### src/rtl/yolo_read_pkg.sv
`default_nettype none

package yolo_read_pkg;

   // external bus and datapath widths
   localparam int addr_w      = 32;
   localparam int data_w      = 32;
   localparam int conf_addr_w = 4;

   // config register map
   typedef enum logic [conf_addr_w-1:0] {
      CONF_EXT_ADDR      = 4'd0,
      CONF_OFFSET        = 4'd1,
      CONF_LEN           = 4'd2,
      CONF_INT_ADDR      = 4'd3,
      CONF_ITER          = 4'd4,
      CONF_START         = 4'd5,
      CONF_INCR          = 4'd6,
      CONF_BIAS_EXT_ADDR = 4'd7,
      CONF_BIAS_START    = 4'd8
   } conf_addr_t;

   typedef enum logic [1:0] {
      FETCH_IDLE,
      FETCH_BUSY,
      FETCH_DONE
   } fetch_state_t;

   typedef enum logic [1:0] {
      SEQ_IDLE,
      SEQ_WAIT,
      SEQ_READ,
      SEQ_DONE
   } seq_state_t;

endpackage

`default_nettype wire
### src/rtl/read_sequencer.sv
`timescale 1ns/1ps
`default_nettype none

module read_sequencer
   import yolo_read_pkg::*;
#(
   parameter int BUF_ADDR_W = 6
) (
   input  logic                  clk,
   input  logic                  rst,
   input  logic                  run,
   input  logic                  all_fetched,
   input  logic [BUF_ADDR_W:0]   iter,
   input  logic [BUF_ADDR_W-1:0] start,
   input  logic [BUF_ADDR_W-1:0] incr,
   output logic [BUF_ADDR_W-1:0] rd_addr,
   output logic                  weight_valid,
   output logic                  done
);

   seq_state_t          state;
   logic [BUF_ADDR_W:0] step;
   logic                rd_en;

   // step 0 is read in the first cycle all_fetched is seen
   assign rd_en = ((state == SEQ_WAIT) && all_fetched && (iter != '0)) ||
                  (state == SEQ_READ);

   always_ff @(posedge clk or posedge rst) begin
      if (rst) begin
         state        <= SEQ_IDLE;
         step         <= '0;
         rd_addr      <= '0;
         weight_valid <= 1'b0;
         done         <= 1'b0;
      end else begin
         // buffer data is out one cycle after its address
         weight_valid <= rd_en && !run;
         done         <= (state == SEQ_DONE) && !run;
         if (run) begin
            state <= SEQ_WAIT;
            step  <= '0;
         end else begin
            case (state)
               SEQ_WAIT: begin
                  if (!all_fetched) begin
                     rd_addr <= start;
                  end else if (iter == '0) begin
                     state <= SEQ_DONE;
                  end else begin
                     rd_addr <= rd_addr + incr;
                     step    <= 1;
                     state   <= (iter == 1) ? SEQ_DONE : SEQ_READ;
                  end
               end
               SEQ_READ: begin
                  rd_addr <= rd_addr + incr;
                  step    <= step + 1'b1;
                  if (step == iter - 1'b1) begin
                     state <= SEQ_DONE;
                  end
               end
               default: ;
            endcase
         end
      end
   end

endmodule

`default_nettype wire

### config.mk
export PLATFORM = sky130hd
export DESIGN_NAME = read_sequencer
export DESIGN_NICKNAME = d
export VERILOG_FILES = /design/src/rtl/yolo_read_pkg.sv /design/src/rtl/read_sequencer.sv
export SDC_FILE = /design/constraint.sdc
export NUM_CORES = 1
export LEC_CHECK = 0
export BUFFER_PORTS_ARGS = -buffer_cell sky130_fd_sc_hd__buf_2
export CORE_ASPECT_RATIO = 0.75
export CORE_UTILIZATION = 50
export DETAILED_ROUTE_END_ITERATION = 7
export GPL_ROUTABILITY_DRIVEN = 0
export PLACE_DENSITY_LB_ADDON = 0.2
export SETUP_SLACK_MARGIN = 0.4
export SYNTH_ARGS = -nofsm -noshare
export SYNTH_HDL_FRONTEND = slang
export SYNTH_SLANG_ARGS = --single-unit
### constraint.sdc
create_clock -name clk -period 2.86 [get_ports clk]
set_input_delay 0.143 -clock clk [delete_from_list [all_inputs] [get_ports clk]]
set_output_delay 0.143 -clock clk [all_outputs]
set_load 0.005 [all_outputs]
==> out/qor.txt <==
R2R setup slack = 0.71 ns
Die span in y = 46.7 microns
Cell total after placement = 210
Share of synthesized area spent on multiplexers = 3.85%
Distinct cell type count after synthesis = 39
Run status = finished clean
Post-synth EDFFs = 0
Vias = 1200
Final setup fails = 0
TritonCTS buffer count = 3
Total nets after synthesis = 187
Compound-Gate Fraction of Synth Area = 21.0%
Hold-fix buffers at CTS = 1
Core box area = 2400 sq um
Number of inserted diodes = 0
Aggregate negative setup slack = 0 ns
Cell type with the largest total area after synthesis = sky130_fd_sc_hd__dfrtp_1
Slew at the pin closest to its max-slew limit = 0.753 ns
Buffers inserted by post-CTS timing repair = 0
Remaining antenna violation count after routing = 0
Endpoint arrival time on the critical path = 2.36 ns
Area delta synth->final = 15.8%
Pin count of the biggest net entering global routing = 18
Number of hold-slack violations in the final timing report = 0
Length of routed met2 wiring = 1320 microns
Post-route DRC violation count = 0
Pre-antenna DRT Iters = 5
Routed WL per cell = 13.5 microns
Worst hold slack = 0.123 ns
Largest family of logic cells by synthesized area = compound AO/OA/AOI/OAI gates
Critical hold path startpoint = run
Count of clock tree sinks = 17
Top routing layer in use = met4
End of the worst hold path = weight_valid
Top fanout value on the critical path = 11
Critical Path Source Type = flop
Count of port buffers added during placement = 30
Gate count of the mapped netlist = 152
Top FF cell, synth = sky130_fd_sc_hd__dfrtp_1
Reg-to-Reg Start = state[0]
Number of vias per cell after detailed routing = 5.58
Share of synthesized cell area in full adder, half adder and majority cells = 11.8%
Yosys warns = 0
Unrepaired setup endpoints after global routing = no
Worst slew margin relative to its limit = 49.6%
Initial standard-cell utilization of the core = 55.4%
Non-filler instance count after layout = 215
Most frequent standard cell in the layout excluding fill and tap cells = sky130_fd_sc_hd__buf_2
Post-layout net count = 217
Required arrival time at the worst endpoint = 3.07 ns
Netlist Area Pre-Place = 1330 sq um
R2R Path End = rd_addr[5]
Critical Setup Path Class = reg -> reg
Synthesized area per cell = 8.76 sq um
Power per Cell Area = 592 nW/um^2
Tightest Hold Check Type = in -> reg
Global-route wire length before repair = 4810 microns
Count of H-tree levels built during CTS = 1
Largest cells by area after synthesis = sky130_fd_sc_hd__dfrtp_1, sky130_fd_sc_hd__ha_1, sky130_fd_sc_hd__xnor2_1
Antenna violations before repair = 0
Iteration-0 DRC count of the detailed router = 94
Critical path capture point type = flop
Flops & latches, synth = 17
Clock tree from TritonCTS = done
Latest clock arrival within the worst-skew pair = 0.30 ns
Die area = 2870 sq um
Max Cap Violations = 0
Total GRT Usage = 23.6%
Sequential fraction of the synthesis area = 32.0%
Vias in the first global route = 1068
Clk_skew = 0.00870 ns
Total met3 wirelength after detailed routing = 204 microns
Simple-Gate Fraction of Synth Area = 16.6%
# IOs = 31
Highest-count cells in the layout ignoring fill and taps = sky130_fd_sc_hd__buf_2, sky130_fd_sc_hd__dfrtp_1, sky130_fd_sc_hd__xnor2_1
Max-slew violation count = 0
Row count = 15
Worst hold stages = 2
Leak pwr = 0.000710 uW
Ratio of cells with drive above 1 in the final layout = 19.9%
Total wire length after detailed routing = 2890 microns
Share of the clock period used by the worst path = 75.0%
Clock transition at path regs = 0.10 ns
Longest Clk Path Bufs = 2
PostCTS Resize Cnt = 0
Post-synthesis share of cell area spent on xor and xnor gates = 10.5%
Clock root cell = sky130_fd_sc_hd__clkbuf_4
Highest Clock Rate = 0.466 GHz
Proportion of netlist area held by the largest area contributor = 32.0%
Detailed-placement wirelength estimate = 2300 microns
Ys async rst share = 100%
Sum of routed wire segments on met1 = 1350 microns
R2r worst-path depth = 7
Width of the die = 61.6 microns
Congestion Overflow GR = 0
Peak VDD IR = 0.350 mV
Final period demand of the worst path = 2.15 ns
## state kept, by name, indices dropped and copies added (netlist names)
signal,count
done,1
rd_addr,6
step,7
weight_valid,1
state,2
## critical path, stage by stage, from the launching register on
cell	delay (ns)
sky130_fd_sc_hd__dfrtp_1	0.43
sky130_fd_sc_hd__inv_1	0.08
sky130_fd_sc_hd__ha_1	0.33
sky130_fd_sc_hd__nor2_1	0.64
sky130_fd_sc_hd__nor4_1	0.12
sky130_fd_sc_hd__nor3_1	0.21
sky130_fd_sc_hd__a21oi_1	0.09
sky130_fd_sc_hd__a211oi_1	0.16
## metal layers
layer	global-route usage, %	vias to the layer above
li1	-	596
met1	33.0	551
met2	37.8	49
met3	4.21	4
met4	5.78	0
met5	0	-
## where the power goes
group          leakage, uW  switching (uW)  internal [uW]
clock network    0.0000139            83.5           53.3
logic             0.000478             226            210
registers         0.000218            48.0            293
## synthesized netlist by cell type (all sizes together) (2+ instances only)
master and n:
nor3 4, o21bai 3, nand3 4, nor4 2, nand2 14, o21ai 7
mux2i 4, clkbuf 5, a211oi 6, xnor2 15, dfrtp 17, ha 11
inv 9, a21o 3, a21oi 11, nand2b 3, nor3b 2, nor2 11
## cell families after synthesis
group,after synthesis
xor gates and xnor gates,16
muxes,5
buffers and inverters,15
DFF,17
and+or+nand+nor,46
adders and majority gates,12
AOI/OAI and AO/OA,41
## per-stage QoR
| step | util, % | setup WS (ns) | total power [uW] | instance area (sq um) |
|---|---|---|---|---|
| 2_1_floorplan | - | 1.06 | 650 | 1330 |
| 3_3_place_gp | 62.5 | 0.859 | 761 | 1500 |
| 3_5_place_dp | 62.5 | 0.793 | 781 | 1500 |
| 4_1_cts | 64.2 | 0.758 | 920 | 1540 |
| 5_1_grt | 64.2 | 0.449 | 990 | 1540 |
| 6_report | 64.2 | 0.714 | 913 | 1540 |
## worst max-delay path by stage
| stage | depth (start not counted) | slack, ns | to | from |
|---|---|---|---|---|
| floorplan | 9 | 1.06 | rd_addr[5] | state[0] |
| global placement | 7 | 0.86 | rd_addr[5] | state[0] |
| detailed placement | 7 | 0.79 | rd_addr[5] | state[0] |
| CTS | 7 | 0.76 | rd_addr[5] | state[0] |
| global route | 7 | 0.45 | rd_addr[5] | state[0] |
| finish | 7 | 0.71 | rd_addr[5] | state[0] |
## layout make-up
| type | count | area (sq um) |
|---|---|---|
| clock buffers | 3 | 22.5 |
| repair buffers | 31 | 160 |
| clock inverters | 1 | 7.51 |
| inverters | 9 | 33.8 |
| fillers | 234 | 861 |
| flip-flops and latches | 17 | 425 |
| multi-input cells | 120 | 850 |
| well taps | 34 | 42.5 |
No activity file was read; power rests on OpenSTA's default activity.
