<file path="config.mk">
export PLATFORM = sky130hd
export DESIGN_NAME = fetch_engine_flat
export DESIGN_NICKNAME = d
export VERILOG_FILES = /design/src/rtl/yolo_read_pkg.sv /design/src/rtl/bus_if.sv /design/src/rtl/fetch_engine.sv /design/src/flat_wrapper.sv
export SDC_FILE = /design/constraint.sdc
export NUM_CORES = 2
export LEC_CHECK = 0
export BUFFER_PORTS_ARGS = -buffer_cell sky130_fd_sc_hd__buf_2
export CORE_ASPECT_RATIO = 0.9
export CORE_UTILIZATION = 51
export DETAILED_ROUTE_END_ITERATION = 10
export PLACE_DENSITY_LB_ADDON = 0.25
export SYNTH_ARGS = -nofsm -noshare
export SYNTH_HDL_FRONTEND = slang
export SYNTH_SLANG_ARGS = --single-unit
</file>
<file path="constraint.sdc">
create_clock -name clk -period 4.6 [get_ports clk]
set_input_delay 0.69 -clock clk [delete_from_list [all_inputs] [get_ports clk]]
set_output_delay 0.69 -clock clk [all_outputs]
set_load 0.1 [all_outputs]
</file>
<file path="src/rtl/yolo_read_pkg.sv">
`default_nettype none

package yolo_read_pkg;

   // external bus and datapath widths
   localparam int addr_w      = 32;
   localparam int data_w      = 32;
   localparam int conf_addr_w = 4;

   // config register map
   typedef enum logic [conf_addr_w-1:0] {
      CONF_EXT_ADDR      = 4'd0,
      CONF_OFFSET        = 4'd1,
      CONF_LEN           = 4'd2,
      CONF_INT_ADDR      = 4'd3,
      CONF_ITER          = 4'd4,
      CONF_START         = 4'd5,
      CONF_INCR          = 4'd6,
      CONF_BIAS_EXT_ADDR = 4'd7,
      CONF_BIAS_START    = 4'd8
   } conf_addr_t;

   typedef enum logic [1:0] {
      FETCH_IDLE,
      FETCH_BUSY,
      FETCH_DONE
   } fetch_state_t;

   typedef enum logic [1:0] {
      SEQ_IDLE,
      SEQ_WAIT,
      SEQ_READ,
      SEQ_DONE
   } seq_state_t;

endpackage

`default_nettype wire
</file>
<file path="src/rtl/bus_if.sv">
`timescale 1ns/1ps
`default_nettype none

// one word read request on the shared data bus
interface bus_if
   import yolo_read_pkg::*;
();

   logic              valid;
   logic [addr_w-1:0] addr;
   logic              ready;
   logic [data_w-1:0] rdata;

   // peer side holds valid and addr until ready
   modport requester (output valid, output addr, input ready, input rdata);

   modport arbiter (input valid, input addr, output ready, output rdata);

endinterface

`default_nettype wire

</file>
<file path="src/rtl/fetch_engine.sv">
`timescale 1ns/1ps
`default_nettype none

module fetch_engine
   import yolo_read_pkg::*;
#(
   parameter int BUF_ADDR_W = 6
) (
   input  logic                  clk,
   input  logic                  rst,
   input  logic                  run,
   input  logic [addr_w-1:0]     base,
   input  logic [BUF_ADDR_W:0]   len,
   input  logic [BUF_ADDR_W-1:0] int_addr,
   input  logic [BUF_ADDR_W-1:0] rd_addr,
   bus_if.requester              bus,
   output logic [data_w-1:0]     rd_data,
   output logic                  fetch_done
);

   localparam int DEPTH = 1 << BUF_ADDR_W;

   logic [data_w-1:0]     mem [DEPTH];
   fetch_state_t          state;
   logic [BUF_ADDR_W:0]   count;
   logic [BUF_ADDR_W-1:0] wr_addr;
   logic                  xfer;

   // base and len come from the shadows, already loaded once busy
   assign bus.valid  = (state == FETCH_BUSY) && (count != len);
   assign bus.addr   = base + addr_w'(count);
   assign xfer       = bus.valid && bus.ready;
   assign fetch_done = (state == FETCH_DONE);

   // buffer address wraps
   assign wr_addr = int_addr + count[BUF_ADDR_W-1:0];

   always_ff @(posedge clk or posedge rst) begin
      if (rst) begin
         state <= FETCH_IDLE;
         count <= '0;
      end else if (run) begin
         // restart from the new shadow values
         state <= FETCH_BUSY;
         count <= '0;
      end else begin
         case (state)
            FETCH_BUSY: begin
               if (count == len) begin
                  state <= FETCH_DONE;
               end else if (xfer) begin
                  count <= count + 1'b1;
               end
            end
            default: ;
         endcase
      end
   end

   // write on the completion edge, registered read port
   always_ff @(posedge clk) begin
      if (xfer) begin
         mem[wr_addr] <= bus.rdata;
      end
      rd_data <= mem[rd_addr];
   end

endmodule

`default_nettype wire

</file>
<file path="src/flat_wrapper.sv">
// flat-port wrapper written by rule: the top's interface ports become plain ports
module fetch_engine_flat import yolo_read_pkg::*;
#(
   parameter int BUF_ADDR_W = 6
)
  (clk, rst, run, base, len, int_addr, rd_addr, rd_data, fetch_done, bus_valid, bus_addr, bus_ready, bus_rdata);
  bus_if bus_i ();
  input  logic clk;
  input  logic rst;
  input  logic run;
  input  logic [addr_w-1:0] base;
  input  logic [BUF_ADDR_W:0] len;
  input  logic [BUF_ADDR_W-1:0] int_addr;
  input  logic [BUF_ADDR_W-1:0] rd_addr;
  output logic [data_w-1:0] rd_data;
  output logic fetch_done;
  output wire logic [$bits(bus_i.valid)-1:0] bus_valid;
  output wire logic [$bits(bus_i.addr)-1:0] bus_addr;
  input wire logic [$bits(bus_i.ready)-1:0] bus_ready;
  input wire logic [$bits(bus_i.rdata)-1:0] bus_rdata;
  assign bus_valid = bus_i.valid;
  assign bus_addr = bus_i.addr;
  assign bus_i.ready = bus_ready;
  assign bus_i.rdata = bus_rdata;
  fetch_engine #(.BUF_ADDR_W(BUF_ADDR_W)) u_core (.clk(clk), .rst(rst), .run(run), .base(base), .len(len), .int_addr(int_addr), .rd_addr(rd_addr), .bus(bus_i), .rd_data(rd_data), .fetch_done(fetch_done));
endmodule
</file>
==> flow_metrics.py <==
metrics = {
    "critical_path": {
        "critPathKind": "flip-flop to output pin",
        "critPathMaxFanout": 12,
        "slowest_delay_ps": 560,
        "cp.buffers_inverters": 1,
        "crit_path_end_kind": "output pin",
        "worst-r2r-setup-slack_ps": 880,
        "cp.arrival_ps": 3710,
        "cp-start-kind": "flip-flop",
        "path_cells": "ha_1 -> fa_1 -> a21o_1 -> a21oi_1 -> o221ai_2 -> nand4_1 -> xnor2_1 -> buf_2",
        "cpMaxStageDelayCell": "dfrtp_1",
        "crit_family": "compound AO/OA/AOI/OAI gates",
        "worstPathRequired_ps": 3910,
    },
    "clock_network": {
        "clkLatencyLatePin_ps": 830,
        "clockRootBuffer": "clkbuf_16",
        "cts_sinks": 2089,
        "cts_tree": "done",
        "clockBufferDepth": 3,
        "cts_buffers": 199,
        "cts.htree.levels": 4,
        "path_clk_slew_ps": 60,
    },
    "worst_hold_path": {
        "hp-class": "primary input to flip-flop",
    },
    "placed_design": {
        "dp_hpwl_um": 132000,
        "gp_congestion": 0.907,
        "port_buffers": 152,
    },
    "global_routing": {
        "grt_usage": 0.272,
        "use_met2": 0.402,
        "grt_max_degree": 86,
        "first_global_vias": 38869,
        "grt_busiest_layer": "met1",
        "grt_pass1_wl_um": 299000,
        "grt-ovfl-total": 0,
        "grt.met3_usage": 0.0542,
        "antenna_found_initial": 14,
        "use_met1": 0.411,
    },
    "timing": {
        "fmax_mhz": 227,
        "relSlewSlack": 0.212,
        "setup_viol": 0,
        "skew_ps": 34.9,
        "fin_crit_sh": 0.956,
        "whs_ps": 158,
        "slew_violations": 0,
        "fin_crit_ps": 4400,
        "worstMarginPinSlew_ps": 1180,
        "rsz0062_at_grt": "no",
        "timing.final.hold_violations": 0,
    },
    "finish": {
        "fillCellCount": 11089,
        "multiInputGateArea_um2": 16900,
        "area_growth_pct": 14.3,
        "drive_gt1_frac": 0.298,
        "layout.nets": 4068,
        "register_area_um2": 62400,
    },
    "logic_synthesis": {
        "ys_warn_count": 0,
        "syn-cell-area_um2": 80000,
        "synth_edf_count": 2048,
        "syn_inst": 3583,
        "synth_top_area_share": 0.769,
        "synth_cell_types": 57,
        "synth_top_area_cell": "edfxtp_1",
        "synth.area.top_cells": "edfxtp_1 77%, mux4_2 14%, mux2i_1 0.94%",
        "synth_seq_cells": 2089,
        "synth_most_common_cell": "edfxtp_1",
        "yosys-top-cells-count": "2048 x edfxtp_1, 499 x mux4_2, 111 x o22ai_1",
        "postSynthAreaPerCell_um2": 22.3,
        "synth_flop_cell": "edfxtp_1",
        "ys_seq_area_frac": 0.779,
        "syn_nets": 3685,
        "async_reset_ff_frac": 0.00431,
    },
    "drt": {
        "route.detailed.drc": 0,
        "vias_per_cell": 6.49,
        "routed_wl_um": 213000,
        "dr.pass1.iters": 5,
        "vias": 40363,
        "wl_per_cell_um": 34.3,
        "drt-initial-drc-count": 5769,
        "final_antenna_net_count": 0,
    },
    "floorplanning": {
        "fp.dieH_um": 378,
        "fp.coreArea_um2": 155000,
        "initial_core_util": 0.515,
        "die_w_um": 420,
        "io_pins": 153,
        "row_count": 137,
        "die-area_um2": 158000,
    },
    "pwr": {
        "finalPower_uw": 39700,
        "ir_drop_uv": 319,
        "leakage_uw": 0.0288,
        "p_per_area_nw_per_um2": 435,
    },
    "run_status": {
        "status": "completed",
    },
    "job": {
        "max_cap_viol_count": 0,
    },
}
## metal layers
layer | vias up | wire length (µm)
met4 | 10 | 7140
met2 | 2413 | 97100
met3 | 321 | 22300
met1 | 21556 | 86700
li1 | 16063 | -
met5 | - | 80
## metrics by stage
step	TNS (ps)	util	cell area [µm²]	setup WS, ps	instances
CTS	0	0.589	91400	67.5	6213
finish	0	0.589	91400	203	6218
global placement	0	0.549	85200	628	5849
floorplan	-624770	-	80000	-424	3583
global route	0	0.589	91400	1.63	6214
detailed placement	0	0.549	85200	612	5849
## layout by cell type (no fill, tap or decap), drive strengths merged, types with 6 or more instances in the layout
cell type / synthesis / final
a2111oi: 6 / 6
a211oi: 9 / 9
a21oi: 57 / 57
a22oi: 11 / 11
a31oi: 6 / 6
and3: 16 / 16
buf: 135 / 378
bufinv: 0 / 9
clkbuf: 68 / 284
clkinv: 0 / 65
dfrtp: 9 / 9
dfxtp: 32 / 32
edfxtp: 2048 / 2048
ha: 13 / 13
inv: 11 / 20
mux2: 13 / 13
mux2i: 75 / 75
mux4: 499 / 499
nand2: 52 / 52
nand2b: 14 / 14
nand3: 23 / 23
nand4: 12 / 12
nor2: 37 / 37
nor2b: 18 / 18
nor3: 95 / 95
nor4: 26 / 26
o21ai: 25 / 25
o221ai: 35 / 35
o22a: 24 / 24
o22ai: 111 / 111
or3: 9 / 9
xnor2: 30 / 30
xor2: 15 / 15
## final timing paths
check,startpoint,to,cells after the start
worst min register to register,u_core.state[1]$_DFFE_PP0P_,u_core.state[0]$_DFFE_PP0P_,2
worst min-delay path,run,u_core.count[2]$_DFFE_PP0P_,2
min in group asynchronous,rst,u_core.count[1]$_DFFE_PP0P_,3
worst max-delay path,u_core.count[0]$_DFFE_PP0P_,bus_addr[18],8
worst max register to register,u_core.count[1]$_DFFE_PP0P_,u_core.mem[60][3]$_DFFE_PP_,6
max in group asynchronous,rst,u_core.count[0]$_DFFE_PP0P_,3
## cell type report
| type | instances | area share |
|---|---|---|
| inverters | 11 | 0.000452 |
| well taps | 2085 | 0.0285 |
| flip-flops and latches | 2089 | 0.682 |
| diodes | 5 | 0.000137 |
| repair buffers | 385 | 0.0368 |
| clock inverters | 85 | 0.00817 |
| clock buffers | 278 | 0.0592 |
| multi-input cells | 1280 | 0.185 |
## what timing repair did
| item | 4_1_cts | 5_1_grt |
|---|---|---|
| gates resized for setup | 1 | 7 |
| endpoints found under the hold margin | 9 | 0 |
| endpoints found under the setup margin | 12 | 12 |
| cloned | 0 | 0 |
| setup buffers | 0 | 0 |
| hold buffers | 1 | 0 |
## logic make-up (layout without fill, tap and decap cells)
group           after synthesis  after routing  share of synthesized area
compound gates              311            311                     0.0263
fa+ha+maj                    15             15                    0.00253
mux                         587            587                      0.152
simple gates                322            322                     0.0208
buf+inv                     214            759                     0.0143
xor+xnor                     45             45                    0.00493
other cells                   0              5                          0
flops                      2089           2089                      0.779
## registers in the layout (all words and copies together), names as in the netlist
| signal | cells |
|---|---|
| u_core.mem | 2048 |
| u_core.rd_data | 32 |
| u_core.count | 7 |
| u_core.state | 2 |
## report_power, final
group          internal, µW  total (µW)  switching (µW)  leakage [µW]
Sequential            21100       21200            84.3        0.0188
Clock                  8710       15700            6940       0.00298
Combinational           829        2880            2050       0.00704
Power figures use the tool's default switching activity.
